`config.mk`:
```
export PLATFORM = sky130hd
export DESIGN_NAME = c906_irq_top
export DESIGN_NICKNAME = d
export VERILOG_FILES = /design/src/hdl/c906_irq_pkg.sv /design/src/hdl/apb_decode.sv /design/src/hdl/c906_irq_top.sv /design/src/hdl/clint.sv /design/src/hdl/plic.sv /design/src/hdl/sysio.sv
export SDC_FILE = /design/constraint.sdc
export NUM_CORES = 1
export LEC_CHECK = 0
export BUFFER_PORTS_ARGS = -buffer_cell sky130_fd_sc_hd__buf_2
export CAP_MARGIN = 20
export CORE_AREA = 4 4 217 219
export DETAILED_ROUTE_END_ITERATION = 10
export DIE_AREA = 0 0 221 223
export SETUP_SLACK_MARGIN = 0.02
export SYNTH_ARGS = -nofsm -noshare
export SYNTH_HDL_FRONTEND = slang
export SYNTH_SLANG_ARGS = --single-unit
export TNS_END_PERCENT = 10
```
`constraint.sdc`:
```
create_clock -name pll_core_cpuclk -period 20.3 [get_ports pll_core_cpuclk]
set_input_delay 3.045 -clock pll_core_cpuclk [delete_from_list [all_inputs] [get_ports pll_core_cpuclk]]
set_output_delay 3.045 -clock pll_core_cpuclk [all_outputs]
set_load 0.01 [all_outputs]
```
`src/hdl/c906_irq_pkg.sv`:
```
`default_nettype none

package c906_irq_pkg;

  //==========================================================
  //  bus and counter widths
  //==========================================================
  localparam int APB_ADDR_W    = 32;
  localparam int APB_DATA_W    = 32;
  localparam int MTIME_W       = 64;

  localparam int PLIC_INT_NUM  = 16; // source 0 reserved
  localparam int PLIC_ID_W     = 4;
  localparam int PLIC_PRIO_BIT = 3;

  //==========================================================
  //  address map
  //==========================================================
  // 64 MB regions, picked by paddr[31:26]
  localparam int OFS_W = 26;

  localparam logic [APB_ADDR_W-1:0] CLINT_BASE = 32'h0400_0000;
  localparam logic [APB_ADDR_W-1:0] PLIC_BASE  = 32'h0000_0000;

  localparam logic [OFS_W-1:0] CLINT_MSIP_OFS        = 26'h000_0000;
  localparam logic [OFS_W-1:0] CLINT_MTIMECMP_LO_OFS = 26'h000_4000;
  localparam logic [OFS_W-1:0] CLINT_MTIMECMP_HI_OFS = 26'h000_4004;
  localparam logic [OFS_W-1:0] CLINT_MTIME_LO_OFS    = 26'h000_bff8;
  localparam logic [OFS_W-1:0] CLINT_MTIME_HI_OFS    = 26'h000_bffc;

  localparam logic [OFS_W-1:0] PLIC_PRIO_OFS    = 26'h000_0000; // source n at 4*n
  localparam logic [OFS_W-1:0] PLIC_PENDING_OFS = 26'h000_1000;
  localparam logic [OFS_W-1:0] PLIC_ENABLE_OFS  = 26'h000_2000;
  localparam logic [OFS_W-1:0] PLIC_THRESH_OFS  = 26'h020_0000;
  localparam logic [OFS_W-1:0] PLIC_CLAIM_OFS   = 26'h020_0004;

  //==========================================================
  //  decode enums
  //==========================================================
  typedef enum logic [1:0] {
    TGT_NONE,
    TGT_CLINT,
    TGT_PLIC
  } apb_target_e;

  typedef enum logic [2:0] {
    MSIP,
    MTIMECMP_LO,
    MTIMECMP_HI,
    MTIME_LO,
    MTIME_HI,
    CLINT_BAD
  } clint_reg_e;

  // labels share the package scope with clint_reg_e
  typedef enum logic [2:0] {
    PRIO,
    PENDING,
    ENABLE,
    THRESH,
    CLAIM,
    PLIC_BAD
  } plic_reg_e;

endpackage

`default_nettype wire

```
`src/hdl/apb_decode.sv`:
```
`timescale 1ns/1ns
`default_nettype none

module apb_decode
  import c906_irq_pkg::*;
(
  input  logic                  pll_core_cpuclk,
  input  logic                  reset,
  input  logic [APB_ADDR_W-1:0] paddr,
  input  logic                  psel,
  input  logic                  penable,
  input  logic [APB_DATA_W-1:0] clint_prdata,
  input  logic                  clint_pslverr,
  input  logic [APB_DATA_W-1:0] plic_prdata,
  input  logic                  plic_pslverr,
  output logic                  clint_psel,
  output logic                  plic_psel,
  output logic [APB_DATA_W-1:0] prdata,
  output logic                  pready,
  output logic                  pslverr
);

  apb_target_e tgt;

  // region select on the upper address bits
  always_comb begin
    if (paddr[APB_ADDR_W-1:OFS_W] == CLINT_BASE[APB_ADDR_W-1:OFS_W])
      tgt = TGT_CLINT;
    else if (paddr[APB_ADDR_W-1:OFS_W] == PLIC_BASE[APB_ADDR_W-1:OFS_W])
      tgt = TGT_PLIC;
    else
      tgt = TGT_NONE;
  end

  assign clint_psel = psel && (tgt == TGT_CLINT);
  assign plic_psel  = psel && (tgt == TGT_PLIC);
  assign pready     = psel && penable; // zero wait

  //==========================================================
  //  read data and error merge
  //==========================================================
  always_comb begin
    case (tgt)
      TGT_CLINT: begin
        prdata  = clint_prdata;
        pslverr = clint_pslverr;
      end
      TGT_PLIC: begin
        prdata  = plic_prdata;
        pslverr = plic_pslverr;
      end
      default: begin
        prdata  = '0;
        pslverr = psel && penable; // unmapped
      end
    endcase
  end

  a_one_slave: assert property (@(posedge pll_core_cpuclk) disable iff (reset)
    !(clint_psel && plic_psel));

  a_ready_sel: assert property (@(posedge pll_core_cpuclk) disable iff (reset)
    pready |-> psel);

endmodule

`default_nettype wire

```
`src/hdl/c906_irq_top.sv`:
```
`timescale 1ns/1ns
`default_nettype none

module c906_irq_top
  import c906_irq_pkg::*;
(
  input  logic                    pll_core_cpuclk,
  input  logic                    reset,
  input  logic [APB_ADDR_W-1:0]   paddr,
  input  logic                    psel,
  input  logic                    penable,
  input  logic                    pwrite,
  input  logic [APB_DATA_W-1:0]   pwdata,
  input  logic [MTIME_W-1:0]      pad_cpu_sys_cnt,
  input  logic [PLIC_INT_NUM-1:0] pad_plic_int_vld,
  input  logic [PLIC_INT_NUM-1:0] pad_plic_int_cfg,
  input  logic [1:0]              core0_lpmd_b,
  output logic [APB_DATA_W-1:0]   prdata,
  output logic                    pready,
  output logic                    pslverr,
  output logic                    core0_ms_int,
  output logic                    core0_mt_int,
  output logic                    core0_me_int,
  output logic                    core0_wake
);

  logic                  clint_psel;
  logic                  plic_psel;
  logic [APB_DATA_W-1:0] clint_prdata;
  logic                  clint_pslverr;
  logic [APB_DATA_W-1:0] plic_prdata;
  logic                  plic_pslverr;
  logic [MTIME_W-1:0]    mtime;
  logic                  ms_req;
  logic                  mt_req;
  logic                  me_req;

  //==========================================================
  //  bus fan-out
  //==========================================================
  apb_decode x_apb_decode (
    .pll_core_cpuclk (pll_core_cpuclk),
    .reset           (reset          ),
    .paddr           (paddr          ),
    .psel            (psel           ),
    .penable         (penable        ),
    .clint_prdata    (clint_prdata   ),
    .clint_pslverr   (clint_pslverr  ),
    .plic_prdata     (plic_prdata    ),
    .plic_pslverr    (plic_pslverr   ),
    .clint_psel      (clint_psel     ),
    .plic_psel       (plic_psel      ),
    .prdata          (prdata         ),
    .pready          (pready         ),
    .pslverr         (pslverr        )
  );

  //==========================================================
  //  interrupt controllers
  //==========================================================
  clint x_clint (
    .pll_core_cpuclk (pll_core_cpuclk),
    .reset           (reset          ),
    .psel            (clint_psel     ),
    .penable         (penable        ),
    .pwrite          (pwrite         ),
    .paddr           (paddr          ),
    .pwdata          (pwdata         ),
    .mtime           (mtime          ),
    .prdata          (clint_prdata   ),
    .pslverr         (clint_pslverr  ),
    .ms_req          (ms_req         ),
    .mt_req          (mt_req         )
  );

  plic x_plic (
    .pll_core_cpuclk (pll_core_cpuclk ),
    .reset           (reset           ),
    .psel            (plic_psel       ),
    .penable         (penable         ),
    .pwrite          (pwrite          ),
    .paddr           (paddr           ),
    .pwdata          (pwdata          ),
    .int_vld         (pad_plic_int_vld),
    .int_cfg         (pad_plic_int_cfg),
    .prdata          (plic_prdata     ),
    .pslverr         (plic_pslverr    ),
    .me_req          (me_req          )
  );

  sysio x_sysio (
    .pll_core_cpuclk (pll_core_cpuclk),
    .reset           (reset          ),
    .pad_cpu_sys_cnt (pad_cpu_sys_cnt),
    .ms_req          (ms_req         ),
    .mt_req          (mt_req         ),
    .me_req          (me_req         ),
    .core0_lpmd_b    (core0_lpmd_b   ),
    .mtime           (mtime          ),
    .core0_ms_int    (core0_ms_int   ),
    .core0_mt_int    (core0_mt_int   ),
    .core0_me_int    (core0_me_int   ),
    .core0_wake      (core0_wake     )
  );

endmodule

`default_nettype wire

```
`src/hdl/clint.sv`:
```
`timescale 1ns/1ns
`default_nettype none

module clint
  import c906_irq_pkg::*;
(
  input  logic                  pll_core_cpuclk,
  input  logic                  reset,
  input  logic                  psel,
  input  logic                  penable,
  input  logic                  pwrite,
  input  logic [APB_ADDR_W-1:0] paddr,
  input  logic [APB_DATA_W-1:0] pwdata,
  input  logic [MTIME_W-1:0]    mtime,
  output logic [APB_DATA_W-1:0] prdata,
  output logic                  pslverr,
  output logic                  ms_req,
  output logic                  mt_req
);

  clint_reg_e             reg_sel;
  logic                   acc;
  logic                   bad;
  logic                   msip;
  logic [MTIME_W-1:0]     mtimecmp;
  logic [APB_DATA_W-1:0]  rdata;

  always_comb begin
    case (paddr[OFS_W-1:0])
      CLINT_MSIP_OFS:        reg_sel = MSIP;
      CLINT_MTIMECMP_LO_OFS: reg_sel = MTIMECMP_LO;
      CLINT_MTIMECMP_HI_OFS: reg_sel = MTIMECMP_HI;
      CLINT_MTIME_LO_OFS:    reg_sel = MTIME_LO;
      CLINT_MTIME_HI_OFS:    reg_sel = MTIME_HI;
      default:               reg_sel = CLINT_BAD;
    endcase
  end

  assign acc = psel && penable;
  // mtime is read only
  assign bad = (reg_sel == CLINT_BAD) ||
               (pwrite && (reg_sel == MTIME_LO || reg_sel == MTIME_HI));

  always_comb begin
    case (reg_sel)
      MSIP:        rdata = {{(APB_DATA_W-1){1'b0}}, msip};
      MTIMECMP_LO: rdata = mtimecmp[APB_DATA_W-1:0];
      MTIMECMP_HI: rdata = mtimecmp[MTIME_W-1:APB_DATA_W];
      MTIME_LO:    rdata = mtime[APB_DATA_W-1:0];
      MTIME_HI:    rdata = mtime[MTIME_W-1:APB_DATA_W];
      default:     rdata = '0;
    endcase
  end

  assign prdata  = bad ? '0 : rdata;
  assign pslverr = acc && bad;

  //==========================================================
  //  registers and request flops
  //==========================================================
  always_ff @(posedge pll_core_cpuclk) begin
    if (reset) begin
      msip     <= 1'b0;
      mtimecmp <= '1; // no timer irq until programmed
      ms_req   <= 1'b0;
      mt_req   <= 1'b0;
    end else begin
      if (acc && pwrite && !bad) begin
        case (reg_sel)
          MSIP:        msip <= pwdata[0];
          MTIMECMP_LO: mtimecmp[APB_DATA_W-1:0] <= pwdata;
          MTIMECMP_HI: mtimecmp[MTIME_W-1:APB_DATA_W] <= pwdata;
          default:     ;
        endcase
      end
      ms_req <= msip;
      mt_req <= (mtime >= mtimecmp);
    end
  end

endmodule

`default_nettype wire

```
`src/hdl/plic.sv`:
```
`timescale 1ns/1ns
`default_nettype none

module plic
  import c906_irq_pkg::*;
(
  input  logic                    pll_core_cpuclk,
  input  logic                    reset,
  input  logic                    psel,
  input  logic                    penable,
  input  logic                    pwrite,
  input  logic [APB_ADDR_W-1:0]   paddr,
  input  logic [APB_DATA_W-1:0]   pwdata,
  input  logic [PLIC_INT_NUM-1:0] int_vld,
  input  logic [PLIC_INT_NUM-1:0] int_cfg,  // 1 pulse, 0 level
  output logic [APB_DATA_W-1:0]   prdata,
  output logic                    pslverr,
  output logic                    me_req
);

  plic_reg_e                 reg_sel;
  logic [OFS_W-1:0]          ofs;
  logic [PLIC_ID_W-1:0]      prio_idx;
  logic                      acc;
  logic                      bad;
  logic                      claim_rd;

  logic [PLIC_PRIO_BIT-1:0]  prio [PLIC_INT_NUM];
  logic [PLIC_INT_NUM-1:0]   pending;
  logic [PLIC_INT_NUM-1:0]   enable;
  logic [PLIC_PRIO_BIT-1:0]  thresh;
  logic [PLIC_INT_NUM-1:0]   int_vld_q;
  logic [PLIC_INT_NUM-1:0]   set_vec;
  logic [PLIC_INT_NUM-1:0]   clr_vec;

  logic [PLIC_ID_W-1:0]      win_id;
  logic [PLIC_PRIO_BIT-1:0]  win_prio;
  logic [APB_DATA_W-1:0]     rdata;

  //==========================================================
  //  register decode
  //==========================================================
  assign ofs      = paddr[OFS_W-1:0];
  assign prio_idx = ofs[PLIC_ID_W+1:2];

  always_comb begin
    if (ofs[OFS_W-1:PLIC_ID_W+2] == PLIC_PRIO_OFS[OFS_W-1:PLIC_ID_W+2])
      reg_sel = PRIO;
    else if (ofs == PLIC_PENDING_OFS)
      reg_sel = PENDING;
    else if (ofs == PLIC_ENABLE_OFS)
      reg_sel = ENABLE;
    else if (ofs == PLIC_THRESH_OFS)
      reg_sel = THRESH;
    else if (ofs == PLIC_CLAIM_OFS)
      reg_sel = CLAIM;
    else
      reg_sel = PLIC_BAD;
  end

  assign acc      = psel && penable;
  assign bad      = (reg_sel == PLIC_BAD) || (pwrite && reg_sel == PENDING);
  assign claim_rd = acc && !pwrite && (reg_sel == CLAIM);

  //==========================================================
  //  gateway and arbiter
  //==========================================================
  assign set_vec = (int_cfg & int_vld & ~int_vld_q) | (~int_cfg & int_vld);

  // highest priority wins, ascending scan keeps the lowest id on a tie
  always_comb begin
    win_id   = '0;
    win_prio = '0;
    for (int i = 1; i < PLIC_INT_NUM; i++) begin
      if (pending[i] && enable[i] && prio[i] > win_prio) begin
        win_id   = PLIC_ID_W'(i);
        win_prio = prio[i];
      end
    end
  end

  always_comb begin
    clr_vec = '0;
    if (claim_rd)
      clr_vec[win_id] = 1'b1;
  end

  always_comb begin
    case (reg_sel)
      PRIO:    rdata = APB_DATA_W'(prio[prio_idx]);
      PENDING: rdata = APB_DATA_W'(pending);
      ENABLE:  rdata = APB_DATA_W'(enable);
      THRESH:  rdata = APB_DATA_W'(thresh);
      CLAIM:   rdata = APB_DATA_W'(win_id);
      default: rdata = '0;
    endcase
  end

  assign prdata  = bad ? '0 : rdata;
  assign pslverr = acc && bad;

  always_ff @(posedge pll_core_cpuclk) begin
    if (reset) begin
      for (int i = 0; i < PLIC_INT_NUM; i++)
        prio[i] <= '0;
      pending   <= '0;
      enable    <= '0;
      thresh    <= '0;
      int_vld_q <= '0;
      me_req    <= 1'b0;
    end else begin
      int_vld_q <= int_vld;
      // set beats clear, so a held level source pends again
      pending   <= ((pending & ~clr_vec) | set_vec) & ~PLIC_INT_NUM'(1);
      if (acc && pwrite && !bad) begin
        case (reg_sel)
          PRIO: begin
            if (prio_idx != '0)
              prio[prio_idx] <= pwdata[PLIC_PRIO_BIT-1:0];
          end
          ENABLE:  enable <= pwdata[PLIC_INT_NUM-1:0];
          THRESH:  thresh <= pwdata[PLIC_PRIO_BIT-1:0];
          default: ; // claim write is a completion
        endcase
      end
      me_req <= (win_id != '0) && (win_prio > thresh);
    end
  end

  a_me_winner: assert property (@(posedge pll_core_cpuclk) disable iff (reset)
    me_req |-> $past(win_id != '0));

endmodule

`default_nettype wire

```
`src/hdl/sysio.sv`:
```
`timescale 1ns/1ns
`default_nettype none

module sysio
  import c906_irq_pkg::*;
(
  input  logic               pll_core_cpuclk,
  input  logic               reset,
  input  logic [MTIME_W-1:0] pad_cpu_sys_cnt,
  input  logic               ms_req,
  input  logic               mt_req,
  input  logic               me_req,
  input  logic [1:0]         core0_lpmd_b,   // 00 is wfi
  output logic [MTIME_W-1:0] mtime,
  output logic               core0_ms_int,
  output logic               core0_mt_int,
  output logic               core0_me_int,
  output logic               core0_wake
);

  logic any_req;

  assign any_req = ms_req || mt_req || me_req;

  //==========================================================
  //  counter sample and core interrupt flops
  //==========================================================
  always_ff @(posedge pll_core_cpuclk) begin
    if (reset) begin
      mtime        <= '0;
      core0_ms_int <= 1'b0;
      core0_mt_int <= 1'b0;
      core0_me_int <= 1'b0;
      core0_wake   <= 1'b0;
    end else begin
      mtime        <= pad_cpu_sys_cnt;
      core0_ms_int <= ms_req;
      core0_mt_int <= mt_req;
      core0_me_int <= me_req;
      core0_wake   <= any_req && (core0_lpmd_b == 2'b00);
    end
  end

  // wake only ever comes out of low-power wait
  a_wake_lpmd: assert property (@(posedge pll_core_cpuclk) disable iff (reset)
    $rose(core0_wake) |-> ($past(core0_lpmd_b) == 2'b00));

endmodule

`default_nettype wire

```
* Word-level counts from Yosys, hierarchy flattened
Memory sizes are Yosys's and may differ from the RTL's. Index checks and enable logic that the tools add are counted.
Word-level totals: register bits 187, RAM bits 48, bits of input ports 167, output and inout port bits 38, memories kept 1
Operators by class: order comparisons 19, equality and inequality tests 21, mux-type cells 57, bitwise gates (word level) 9, reduce and logical (&&, ||, !) cells 70
Memory list:
- x_plic.prio | depth 16, bits a word 3, read ports 16, clocked after Yosys merged registers in 0, write ports 16, line plic.sv:28 | logic [PLIC_PRIO_BIT-1:0] prio [PLIC_INT_NUM];
Operators with widths (number):
- $pmux 32 s5 | 1
- $pmux 16 s5 | 1
- $mux 3 | 24
- $and 16x16->16 | 4
- $ge 64x64->1 | 1
- $pmux 32 s2 | 1
- $eq 26x15->1 const B | 2
- $eq 26x16->1 const B | 2
- $eq 26x22->1 const B | 2
- $logic_and 1x1->1 | 48
- $not 16->16 | 3
- $gt 3x3->1 | 15
- $mux 4 | 9
- $mux 16 | 2
- $mux 32 | 1
- $or 16x16->16 | 2
- $eq 26x13->1 const B | 1
- $eq 26x14->1 const B | 1
- $logic_not 26->1 | 1
- $logic_not 20->1 | 1
- $pmux 3 s5 | 1
- $eq 3x2->1 const B | 4
- $eq 3x3->1 const B | 4
- $mux 1 | 11
- other kinds (18) | 34

* Logic depth before layout (Yosys ltp)
An unclocked memory read counts as a cell.
word-level depth 54, mapped depth 101

* Hierarchy
From an unflattened synthesis, not the netlist that was laid out.
Unflattened totals: cells, all modules 1597, area, all modules 14405.1 µm²
Modules (own cells, without submodules):
- plic | times used 1, cells an instance 774, area an instance 6855.3 µm², seq. area each 2442.3 µm²
- clint | times used 1, cells an instance 598, area an instance 5156.2 µm², seq. area each 1341.3 µm²
- sysio | times used 1, cells an instance 144, area an instance 1841.8 µm², seq. area each 1361.3 µm²
- apb_decode | times used 1, cells an instance 81, area an instance 551.8 µm², seq. area each 0.0 µm²

* Worst setup path after synthesis
No wires, ideal clock.
kind reg2out, from reg x_plic.pending[1], to out prdata[0], arrival 17504 ps, slack -249 ps, cell stages (with the launch flop) 92, path buffers 3, cells stage by stage dfxtp_1 -> buf_2 -> nand3_1 -> ha_1 -> nor2b_4 -> or3_4 -> a21o_2 -> nand2_1 -> inv_1 -> ha_1 -> nand2_1 -> or4_1 -> and4_4 -> nand2_4 -> mux2_2 -> ha_1 -> nor2_1 -> o21ai_0 -> [... 56 more ...] -> o21ai_0 -> a21o_1 -> buf_2 -> a21boi_0 -> o22ai_1 -> ha_1 -> nand3_1 -> nand3_1 -> a21oi_1 -> inv_1 -> mux2_2 -> ha_1 -> nand3_1 -> nand3_1 -> a21oi_1 -> clkbuf_1 -> a21oi_1 -> o221ai_1
Between the ends: word-level cells in the longest chain between the ends 48, elaborated cells between the ends (all ways) 62
RTL lines:
- from (decl) | line plic.sv:29 | logic [PLIC_INT_NUM-1:0] pending;
- from (signal assigned) | line plic.sv:114 | pending <= ((pending & ~clr_vec) | set_vec) & ~PLIC_INT_NUM'(1);
- $logic_and 1x1->1 * (2 in series) | line plic.sv:75 | if (pending[i] && enable[i] && prio[i] > win_prio) begin
- $mux 3 | line plic.sv:75
- $gt 3x3->1 | line plic.sv:75
- $logic_and 1x1->1 | line plic.sv:75
- $mux 3 | line plic.sv:75
- $gt 3x3->1 | line plic.sv:75
- $logic_and 1x1->1 | line plic.sv:75
- $mux 3 | line plic.sv:75
- [... 31 more ...]
- $logic_and 1x1->1 | line plic.sv:75
- $mux 3 | line plic.sv:75
- $gt 3x3->1 | line plic.sv:75
- $logic_and 1x1->1 | line plic.sv:75
- $mux 4 * | line plic.sv:75
- $pmux 16 s5 * | line plic.sv:89 | case (reg_sel)
- $mux 16 * | line plic.sv:99 | assign prdata = bad ? '0 : rdata;
- $pmux 32 s2 * | line apb_decode.sv:43 | case (tgt)
- to (decl) | line c906_irq_top.sv:18 | output logic [APB_DATA_W-1:0] prdata,
Mark *: on every way between the ends. The rest lies on a longest branch, timed or not.

==> summary.txt <==
Worst hold path
  – Hold WC Path Type: reg2reg
  – Hold_sp: x_plic.me_req

Power and ir drop
  – Peak supply drop: ~62 uV
  – Clock power frac: 0.462
  – Pwr per Cell Area: approximately 63 nW/um^2
  – Flop pwr share: 0.457
  – Pint: approximately 840 uW
  – NetSw: 270 uW
  – Sw frac: 0.244
  – P_leak: ~0.0078 uW
  – Combinational Power Share: 0.082

Global route
  – Total grt overflow: 0
  – Tot GR Track Use: 0.181
  – Vias in the first global route: between 10000 and 15000
  – Initial antenna violation count: 3
  – First-pass GRT wire length: about 71000 um
  – Largest net degree at the start of global routing: between 60 and 70

CTS
  – Worst-Skew Late Latency: 0.56 ns
  – Num Clock Sinks: roughly 230
  – CTS tree: built
  – TritonCTS Buffers: 28
  – Clock slew at reported path FFs: around 0.06 ns
  – H-tree levels: 1
  – Root Buffer: clkbuf_16
  – Clock Tree Buf Depth: 3

Die
  – Die area: between 40000 and 50000 um^2
  – Initial core utilization: 0.298
  – Die Span X: ~220 um
  – Core box area: ~45000 um^2
  – I/O pin total: 205
  – FP Rows: 78
  – Die height: 223 um

Drt
  – Vias: ~13000
  – Residual DRC count: 0
  – DRT iter0 DRCs: between 1000 and 1500
  – Pre-Repair DR Iteration Count: 7
  – Vias per cell: 5.26
  – WL final: 47600 um
  – Wire per inst: 19.8 um
  – Final ANT Viol Nets: 0

Yosys
  – Synth Area per Inst: 9.07 um^2
  – Post-synth EDFFs: 48
  – Yosys cell types: 97
  – Syn. warnings: 0
  – Yosys reg bits: 233
  – Register area share after synthesis: 0.382
  – Post-synth ARST share: 0
  – Synth Flop Type: dfxtp_1
  – Area of the mapped netlist: 13500 um^2
  – Post-synthesis cell count: 1483

Cells and area
  – Post-layout util: 0.389
  – Commonest cells after routing, fill and taps aside: buf_2, dfxtp_1, nand2_1
  – Synthesis-to-finish area growth: 30.3%
  – Share of cells above drive strength 1: 0.316
  – Fillers: roughly 4500
  – Most common cell after layout, fill and taps aside: buf_2
  – NumNets Final: approximately 2000

Placement
  – Placer congestion estimate: about 0.91
  – HPWL after DPL: between 30000 and 40000 um
  – Port-buffer cells: around 200

Setup path
  – Crit path max fanout: 4
  – Most frequent CP cell: buf_4
  – Startpoint types: flop
  – Crit-path slowest cell: a222oi_1
  – Crit path largest cell delay: about 0.44 ns
  – WP data required: ~17 ns
  – Critical path origin: x_plic.prio[1][1]
  – WS Path Type: reg2out
  – Worst r2r src: x_plic.prio[1][1]
  – Crit. End Element: primary output
  – Worst Path Arrival: approximately 17 ns

Timing
  – RSZ-0062 raised after global routing: yes
  – Max frequency: just under 0.05 GHz
  – Tcrit/Tclk final: 1.01
  – Hold WS: approximately 0.47 ns
  – Slew Limit Headroom: 0.347
  – Final setup margin: -0.167 ns
  – Final setup fails: 3
  – Final Critical Period: ~20 ns
  – Max-slew violations: 0
  – Final-report hold violation count: 0
  – Final Skew: ~0.013 ns
  – Slew at the pin closest to its max-slew limit: about 0.97 ns

Status
  – Failing checks: setup timing
  – Run status: finished with violations

Job
  – MaxCap Viol Count: 0
## power by group through the flow
stage / Combinational (uW) / Clock, uW / Sequential [uW]
global placement: 82.8 / 0 / 514
finish: 90.3 / 511 / 505
CTS: 88.1 / 521 / 505
floorplan: 47.3 / 0 / 506
global route: 98.4 / 539 / 507
detailed placement: 84.3 / 0 / 514
## flip-flops by register name (all words and copies together) (netlist names), 3 cells and up
signal and flops:
x_clint.mtimecmp 64, x_plic.enable 16, x_plic.int_vld_q 15, x_plic.pending 15, x_plic.prio 48, x_plic.thresh 3, x_sysio.mtime 64
## final timing paths
| kind | slack, ns | depth (start not counted) | end |
|---|---|---|---|
| worst min-delay path | 0.47 | 1 | x_sysio.core0_me_int |
| worst min register to register | 0.47 | 1 | x_sysio.core0_me_int |
| worst max-delay path | -0.17 | 102 | prdata[2] |
| worst max register to register | 2.56 | 107 | x_plic.me_req |
## worst max-delay path, delay by kind of cell (launching register included)
family	cells	cell delay, ns
compound gates	30	4.94
simple gates	27	3.45
flops	1	0.43
fa+ha+maj	12	3.34
mux	3	1.02
buf+inv	30	3.69
## synth_stat cells (4+ instances only)
cell type | number | area, um^2
o2111ai_1 | 6 | 52.6
nor4_1 | 7 | 43.8
or4_1 | 4 | 30.0
mux2_2 | 38 | 428
a222oi_1 | 35 | 350
nor2_1 | 76 | 285
o21ai_0 | 46 | 230
dfxtp_1 | 185 | 3700
and2_1 | 53 | 332
mux2i_1 | 6 | 60.1
o211ai_1 | 68 | 510
o21ai_1 | 4 | 20.0
nor3_1 | 21 | 105
a31oi_1 | 10 | 62.6
and3_1 | 11 | 68.8
or2_2 | 12 | 75.1
a22oi_1 | 16 | 120
nand2b_1 | 12 | 75.1
edfxtp_1 | 48 | 1440
a21oi_1 | 60 | 300
a311oi_1 | 7 | 61.3
o31ai_1 | 5 | 37.5
nor2b_1 | 98 | 613
mux4_2 | 15 | 338
a211oi_1 | 5 | 37.5
o211a_1 | 5 | 50.1
nor3b_1 | 4 | 30.0
buf_1 | 7 | 26.3
a21o_1 | 22 | 165
or3_1 | 7 | 43.8
o221ai_1 | 7 | 61.3
o21a_1 | 7 | 52.6
nand4_1 | 19 | 119
clkbuf_1 | 67 | 251
ha_1 | 88 | 1100
nand4b_1 | 4 | 35.0
nand2_1 | 174 | 653
o22ai_1 | 16 | 100
nand3_1 | 22 | 110
inv_1 | 101 | 379
## layer usage
metal / vias up / GRT usage / wire, um
li1: 6037 / - / -
met1: 6005 / 0.236 / 20100
met2: 526 / 0.302 / 22100
met3: 80 / 0.0376 / 3870
met4: 2 / 0.0570 / 1530
met5: - / 0 / 13
## timing repair
item / in CTS / in global routing
resized for setup: 96 / 29
hold buffers: 0 / 0
pin swaps: 69 / 46
buffers inserted: 47 / 16
cloned: 0 / 0
setup endpoints to repair: 4 / 4
## stage by stage
step                      setup TNS [ns]  worst slack [ns]  power, uW  cell area [um^2]  cells
after floorplan                  -0.0489           -0.0426        554             13500   1485
after global placement             -1.98            -0.600        597             15500   2285
after detailed placement           -3.01            -0.840        598             15500   2286
after CTS                        -0.0590           -0.0328       1110             17300   2384
after global routing               -3.44            -0.960       1140             17500   2401
final                             -0.282            -0.167       1110             17500   2403
## logic make-up after synthesis
group           Yosys count  share of synthesized area
xor+xnor                  1                   0.000651
compound gates          375                      0.212
buf+inv                 181                     0.0510
flops                   233                      0.382
other cells               1                   0.000279
mux                      60                     0.0622
simple gates            543                      0.209
fa+ha+maj                89                     0.0826
## layout make-up
| type | count | area (um^2) | share of cell area |
|---|---|---|---|
| antenna | 3 | 7.51 | 0.000428 |
| clock buffer | 42 | 857 | 0.0489 |
| clock inverter | 10 | 90.1 | 0.00514 |
| inverter | 102 | 383 | 0.0218 |
| multi-input combinational | 1071 | 8190 | 0.467 |
| sequential | 233 | 5150 | 0.294 |
| tap | 600 | 751 | 0.0428 |
| timing repair buffer | 342 | 2100 | 0.120 |
(Power assumes the default switching activity.)
